===== src/arbiter_pkg.sv =====
`default_nettype none

// Shared widths and types for the instruction/data memory arbiter
package arbiter_pkg;

    localparam int ADDR_WIDTH = 32;   // Byte address
    localparam int LINE_WIDTH = 256;  // Cache line, as the caches see it
    localparam int BEAT_WIDTH = 64;   // Physical memory data bus
    localparam int LINE_BEATS = LINE_WIDTH / BEAT_WIDTH;  // 4 beats per line

    // Byte address, client side and memory side
    typedef logic [ADDR_WIDTH-1:0] addr_t;

    // Full cache line, beat 0 sits in the low bits
    typedef logic [LINE_WIDTH-1:0] line_t;

    // One transfer on the memory port
    typedef logic [BEAT_WIDTH-1:0] beat_t;

    // Position of a beat inside its line
    typedef logic [$clog2(LINE_BEATS)-1:0] beat_idx_t;

    // Arbiter FSM
    typedef enum logic [1:0] {
        IDLE,   // Waiting for a cache request
        BURST,  // Beats moving on the memory port
        DONE    // One-cycle resp to the granted cache
    } arb_state_t;

endpackage : arbiter_pkg

`default_nettype wire


===== src/arb_fsm.sv =====
`default_nettype none

// Control for the two-client memory arbiter
module arb_fsm (
    input  logic clk,
    input  logic rst,
    input  logic instr_read,
    input  logic instr_write,
    input  logic data_read,
    input  logic data_write,
    input  logic pmem_resp,
    input  logic last_beat,   // From beat_counter, high on the final beat
    output logic grant_load,  // One pulse on the edge leaving IDLE
    output logic grant_data,  // 1 selects the data cache
    output logic pmem_read,
    output logic pmem_write,
    output logic instr_resp,
    output logic data_resp
);

    arbiter_pkg::arb_state_t state, next_state;

    logic served_data;  // Client of the current or most recent transaction
    logic op_write;     // Latched operation of the granted client
    logic instr_req;
    logic data_req;
    logic pick_data;    // Grant choice while sitting in IDLE

    assign instr_req = instr_read | instr_write;
    assign data_req  = data_read | data_write;

    // Data wins if alone, or if both ask and instr was served last
    assign pick_data = data_req & (~instr_req | ~served_data);

    assign grant_load = (state == arbiter_pkg::IDLE) && (instr_req || data_req);
    // Live choice in IDLE so request_mux latches the right port on the grant edge
    assign grant_data = (state == arbiter_pkg::IDLE) ? pick_data : served_data;

    assign pmem_read  = (state == arbiter_pkg::BURST) && !op_write;
    assign pmem_write = (state == arbiter_pkg::BURST) && op_write;

    assign instr_resp = (state == arbiter_pkg::DONE) && !served_data;
    assign data_resp  = (state == arbiter_pkg::DONE) && served_data;

    always_comb begin
        next_state = state;
        unique case (state)
            arbiter_pkg::IDLE:  if (grant_load) next_state = arbiter_pkg::BURST;
            arbiter_pkg::BURST: if (pmem_resp && last_beat) next_state = arbiter_pkg::DONE;
            arbiter_pkg::DONE:  next_state = arbiter_pkg::IDLE;  // Client drops request now
            default:            next_state = arbiter_pkg::IDLE;
        endcase
    end

    always_ff @(posedge clk) begin
        if (rst) begin
            state       <= arbiter_pkg::IDLE;
            served_data <= 1'b1;  // So instr gets the first tie
            op_write    <= 1'b0;
        end else begin
            state <= next_state;
            if (grant_load) begin
                served_data <= pick_data;
                op_write    <= pick_data ? data_write : instr_write;
            end
        end
    end

    // One direction at a time on the memory port
    a_pmem_onehot: assert property (@(posedge clk) disable iff (rst)
        !(pmem_read && pmem_write));

    // Only the granted cache sees resp
    a_resp_onehot: assert property (@(posedge clk) disable iff (rst)
        !(instr_resp && data_resp));

endmodule : arb_fsm

`default_nettype wire


===== src/beat_counter.sv =====
`default_nettype none

// Beat position within the current burst
module beat_counter (
    input  logic                   clk,
    input  logic                   rst,
    input  logic                   clear,      // Grant edge starts a new line
    input  logic                   pmem_resp,  // One per accepted beat
    output arbiter_pkg::beat_idx_t beat,
    output logic                   last_beat
);

    logic burst_done;  // Final beat seen, nothing more due until next clear

    assign last_beat = (beat == arbiter_pkg::beat_idx_t'(arbiter_pkg::LINE_BEATS - 1));

    always_ff @(posedge clk) begin
        if (rst) begin
            beat       <= '0;
            burst_done <= 1'b0;
        end else if (clear) begin
            beat       <= '0;
            burst_done <= 1'b0;
        end else if (pmem_resp) begin
            beat <= beat + 1'b1;  // Wraps to 0 after the last beat
            if (last_beat)
                burst_done <= 1'b1;
        end
    end

    // Memory must not overrun the line
    a_no_extra_beat: assert property (@(posedge clk) disable iff (rst)
        (burst_done && !clear) |-> !pmem_resp);

endmodule : beat_counter

`default_nettype wire


===== src/request_mux.sv =====
`default_nettype none

// Holds the granted request steady on the memory port
module request_mux (
    input  logic                   clk,
    input  logic                   rst,
    input  logic                   grant_load,
    input  logic                   grant_data,
    input  arbiter_pkg::addr_t     instr_address,
    input  arbiter_pkg::addr_t     data_address,
    input  arbiter_pkg::line_t     instr_wline,
    input  arbiter_pkg::line_t     data_wline,
    input  arbiter_pkg::beat_idx_t beat,
    output arbiter_pkg::addr_t     pmem_address,
    output arbiter_pkg::beat_t     pmem_wdata
);

    // Clears the byte offset within a line
    localparam arbiter_pkg::addr_t LINE_MASK =
        ~arbiter_pkg::addr_t'(arbiter_pkg::LINE_WIDTH / 8 - 1);

    arbiter_pkg::addr_t addr_q;
    arbiter_pkg::line_t wline_q;

    always_ff @(posedge clk) begin
        if (rst)
            addr_q <= '0;
        else if (grant_load)
            addr_q <= (grant_data ? data_address : instr_address) & LINE_MASK;
    end

    // Write data, only meaningful on write bursts
    always_ff @(posedge clk) begin
        if (grant_load)
            wline_q <= grant_data ? data_wline : instr_wline;
    end

    assign pmem_address = addr_q;
    // Counter steps after each pmem_resp, so the next beat is up one cycle later
    assign pmem_wdata = wline_q[beat*arbiter_pkg::BEAT_WIDTH +: arbiter_pkg::BEAT_WIDTH];

endmodule : request_mux

`default_nettype wire


===== src/line_assembler.sv =====
`default_nettype none

// Builds a read line from memory beats
module line_assembler (
    input  logic                   clk,
    input  logic                   rst,
    input  logic                   capture,     // Read burst beat accepted
    input  arbiter_pkg::beat_idx_t beat,        // Slot for this beat
    input  arbiter_pkg::beat_t     pmem_rdata,
    output arbiter_pkg::line_t     rline
);

    arbiter_pkg::line_t line_q;

    // Beat k lands in bits [64k +: 64]
    always_ff @(posedge clk) begin
        if (rst)
            line_q <= '0;
        else if (capture)
            line_q[beat*arbiter_pkg::BEAT_WIDTH +: arbiter_pkg::BEAT_WIDTH] <= pmem_rdata;
    end

    // Full line is in place by the DONE cycle
    // Shared by both caches, each qualifies it with its own resp
    assign rline = line_q;

endmodule : line_assembler

`default_nettype wire


===== src/mem_arbiter.sv =====
`default_nettype none

// Instruction and data caches sharing one burst memory port
module mem_arbiter (
    input  logic               clk,
    input  logic               rst,

    // Instruction cache
    input  arbiter_pkg::addr_t instr_address,
    input  arbiter_pkg::line_t instr_wline,
    input  logic               instr_read,
    input  logic               instr_write,
    output arbiter_pkg::line_t instr_rline,
    output logic               instr_resp,

    // Data cache
    input  arbiter_pkg::addr_t data_address,
    input  arbiter_pkg::line_t data_wline,
    input  logic               data_read,
    input  logic               data_write,
    output arbiter_pkg::line_t data_rline,
    output logic               data_resp,

    // Physical memory, 64-bit beats
    input  arbiter_pkg::beat_t pmem_rdata,
    input  logic               pmem_resp,
    output arbiter_pkg::addr_t pmem_address,
    output arbiter_pkg::beat_t pmem_wdata,
    output logic               pmem_read,
    output logic               pmem_write
);

    logic                   grant_load;
    logic                   grant_data;
    logic                   last_beat;
    arbiter_pkg::beat_idx_t beat;
    arbiter_pkg::line_t     rline;

    arb_fsm u_fsm (
        .clk, .rst,
        .instr_read, .instr_write, .data_read, .data_write,
        .pmem_resp, .last_beat,
        .grant_load, .grant_data,
        .pmem_read, .pmem_write,
        .instr_resp, .data_resp
    );

    beat_counter u_count (
        .clk, .rst,
        .clear     (grant_load),
        .pmem_resp,
        .beat, .last_beat
    );

    request_mux u_req (
        .clk, .rst,
        .grant_load, .grant_data,
        .instr_address, .data_address,
        .instr_wline, .data_wline,
        .beat,
        .pmem_address, .pmem_wdata
    );

    line_assembler u_line (
        .clk, .rst,
        .capture    (pmem_read & pmem_resp),  // Read beats only
        .beat,
        .pmem_rdata,
        .rline
    );

    assign instr_rline = rline;
    assign data_rline  = rline;

endmodule : mem_arbiter

`default_nettype wire


===== config.mk =====
export PLATFORM = sky130hd
export DESIGN_NAME = mem_arbiter
export DESIGN_NICKNAME = d
export VERILOG_FILES = /design/src/arbiter_pkg.sv /design/src/arb_fsm.sv /design/src/beat_counter.sv /design/src/request_mux.sv /design/src/line_assembler.sv /design/src/mem_arbiter.sv
export SDC_FILE = /design/constraint.sdc
export NUM_CORES = 1
export LEC_CHECK = 0
export BUFFER_PORTS_ARGS = -buffer_cell sky130_fd_sc_hd__buf_2
export CAP_MARGIN = 20
export CORE_AREA = 5 5 488 490
export DETAILED_ROUTE_END_ITERATION = 10
export DIE_AREA = 0 0 493 495
export SLEW_MARGIN = 20
export SYNTH_ARGS = -nofsm -noshare
export SYNTH_HDL_FRONTEND = slang
export SYNTH_SLANG_ARGS = --single-unit

===== constraint.sdc =====
create_clock -name clk -period 9.1 [get_ports clk]
set_clock_uncertainty 0.2 [all_clocks]
set_input_delay 1.82 -clock clk [delete_from_list [all_inputs] [get_ports clk]]
set_output_delay 1.82 -clock clk [all_outputs]
set_load 0.005 [all_outputs]

==> qor.yml <==
logic_synthesis:
  mappedNetlistArea_sq_mm: 0.0243
  synth_top_area_cell: "edfxtp_1"
  synth.area.top_cells: "edfxtp_1 32%, dfxtp_1 24%, mux2_2 12%, buf_4 9.3%, a22oi_1 6.8%"
  synth_cell_type_count: 39
  yosys_warnings: 0
  synth-edff-count: 256
  synthCells: 1918
  synth.top_cells.by_count: "300 x buf_4, 289 x dfxtp_1, 256 x edfxtp_1, 256 x mux2_2, 226 x nor2_1"
  synth.top_cell.area_share_pct: 31.6
  synth_ff_type: "dfxtp_1"
  async_flop_share_pct: 0
  synth-seq-cells: 545
  synth_area_per_cell_sq_um: 12.7
  synth.most_common_cell: "buf_4"
  seq_area_frac_synth_pct: 55.4
die:
  ios: 1259
  num_rows: 178
  coreArea_sq_mm: 0.234
  fp.dieH_microns: 495
  initial_core_util_pct: 10.4
  die_w_microns: 493
  die_area_sq_mm: 0.244
worst_setup_path:
  crit_required_ns: 7.08
  reg2reg_setup_slack_ns: 4.93
  slowest_delay_ns: 0.78
  crit-reg2reg-launch: "u_count.beat[0]"
  path_class: "reg -> out"
  cp_num_buf_inv: 2
  worstPathArrival_ns: 3.07
  crit_path_end_kind: "output pin"
  cp_top_family: "buffers and inverters"
  slowest_stage: "dfxtp_4"
  rr_worst_depth: 7
  start_kind: "flip-flop"
  worstPathCellList: "buf_4, mux4_2, buf_2"
  reg2reg_to: "u_line.rline[200]"
  worstPathMaxFanout: 34
clocking:
  htreeDepth: 3
  cts_root_buf: "clkbuf_16"
  post_cts_buffers: 0
  clock-sinks: 545
  clk_path_buf_depth: 3
  ctsResizeCount: 0
  clk_latency_ns: 0.67
  cts_tree: "built"
  clk_pin_slew_ns: 0.06
  postCtsHoldBufs: 0
  numCtsBuffers: 69
hold_path:
  hold_path_end: "u_req.pmem_address[24]"
  hp-class: "reg -> reg"
  hp-start: "u_req.pmem_address[24]"
  min_delay_path_depth: 1
timing:
  post-route-period-util_pct: 55.9
  hold_violations: 0
  setup_tns_ns: 0
  setup-violations-final: 0
  setup_slack_ns: 4.01
  rsz0062_at_grt: "no"
  worst_pin_slew_ns: 1.10
  relSlewSlack_pct: 26.4
  min_period_ns: 5.09
  finalMaxSlewViolations: 0
  fmaxAchievable_mhz: 197
drt:
  wl_microns: 167000
  drcViolationCount: 0
  first_pass_iters: 6
  routedWlPerCell_microns: 27.8
  drtAntennaViolNets: 0
  viasPerCell: 3.41
  vias: 20500
  first_iter_violations: 1449
global_routing:
  grt_pass1_vias: 19900
  grt_pass1_wl_microns: 208000
  grt_max_degree: 153
  track_usage_pct: 13.0
  grt_overflow: 0
  antenna_found_initial: 139
cells_and_area:
  area_growth_syn_to_layout_pct: 41.1
  drive_gt1_share_pct: 58.7
  layout.nets: 3512
power:
  power.density_mw_per_mm2: 192
  p_leak_nw: 14.3
  vdd_ir_drop_max_v: 0.000137
place:
  place_ws_ns: 4.16
  port_buffers: 1243
  dp_hpwl_microns: 142000
  place_congestion: 0.950
flow_run:
  maxCapViolations: 0
run_status:
  status: "completed"
per-stage QoR:
step / power, W / hold WS, ns / cell area, sq um / util, % / std cells
after floorplan: 0.00338 / 0.254 / 24400 / - / 1922
after detailed placement: 0.00390 / 0.241 / 32000 / 13.7 / 5849
after global placement: 0.00389 / 0.245 / 32000 / 13.7 / 5849
after global routing: 0.00688 / 0.284 / 34300 / 14.7 / 5992
after CTS: 0.00676 / 0.264 / 34200 / 14.7 / 5975
final: 0.00661 / 0.262 / 34300 / 14.7 / 6006
cells by family after synthesis:
group | count (synthesis) | share of synthesized area (%)
flops | 545 | 55.4
buf+inv | 403 | 11.0
mux | 348 | 18.9
simple gates | 324 | 5.56
compound gates | 291 | 8.82
fa+ha+maj | 5 | 0.257
other cells | 1 | 0.0154
xor+xnor | 1 | 0.0360
placed cells by master, fill, tap and decap left out, types with 5 or more instances in the layout:
cell type and instances:
nand3_1 34, mux2_2 256, clkbuf_1 13, dfxtp_1 287, clkbuf_16 70, mux2i_1 28
buf_4 21, nor2_1 226, diode_2 31, conb_1 5, clkinv_2 10, a21oi_1 37
buf_2 1242, clkbuf_8 6, edfxtp_1 256, mux4_2 64, ha_1 5, a22oi_1 222
inv_6 9, o2bb2ai_1 27, nand2_1 36
report_power, final:
part           switching [W]  total, W  internal (W)
Sequential         0.0000801   0.00287       0.00279
Combinational       0.000537  0.000957      0.000420
Clock                0.00123   0.00278       0.00155
Total                0.00185   0.00661       0.00476
registers in the layout (all words and copies together) (netlist names):
| signal | flops |
|---|---|
| u_req.wline_q | 256 |
| u_count.beat | 2 |
| u_line.rline | 256 |
| u_fsm.served_data | 1 |
| u_fsm.state | 2 |
| u_req.pmem_address | 27 |
| u_fsm.op_write | 1 |
layer usage:
metal	GRT usage [%]	up-vias	share of wire, %
met5	0	-	0.34
met4	5.76	82	5.2
met3	6.66	393	12
met2	22.7	1358	49
met1	13.0	9920	33
li1	-	8741	-
how the worst max path moves through the flow:
stage | startpoint | end | slack [ns] | depth (start not counted)
3_3_place_gp | instr_write | u_req.wline_q[119] | 4.21 | 6
3_5_place_dp | instr_write | u_req.wline_q[119] | 4.16 | 6
5_1_grt | u_count.beat[0] | pmem_wdata[40] | 3.72 | 3
6_report | u_count.beat[0] | pmem_wdata[47] | 4.01 | 3
2_1_floorplan | data_write | u_req.pmem_address[11] | 0.55 | 6
4_1_cts | u_count.beat[0] | pmem_wdata[40] | 3.81 | 3
worst reg2reg max path, cell delays in order, from the launching register on:
cell,delay [ns]
dfxtp_4,0.78
inv_1,0.25
ha_1,0.47
nor3b_4,0.94
and4b_2,0.45
buf_4,0.57
a22oi_1,0.29
nor2_1,0.14
layout make-up:
type | instances | area (sq um)
clock buffer | 90 | 1890
antenna | 31 | 77.6
fill | 26200 | 199000
tap | 3060 | 3830
clock inverter | 36 | 347
multi-input combinational | 974 | 8260
inverter | 4 | 22.5
sequential | 545 | 13500
timing repair buffer | 1266 | 6430
No activity file was read; power rests on OpenSTA's default activity.
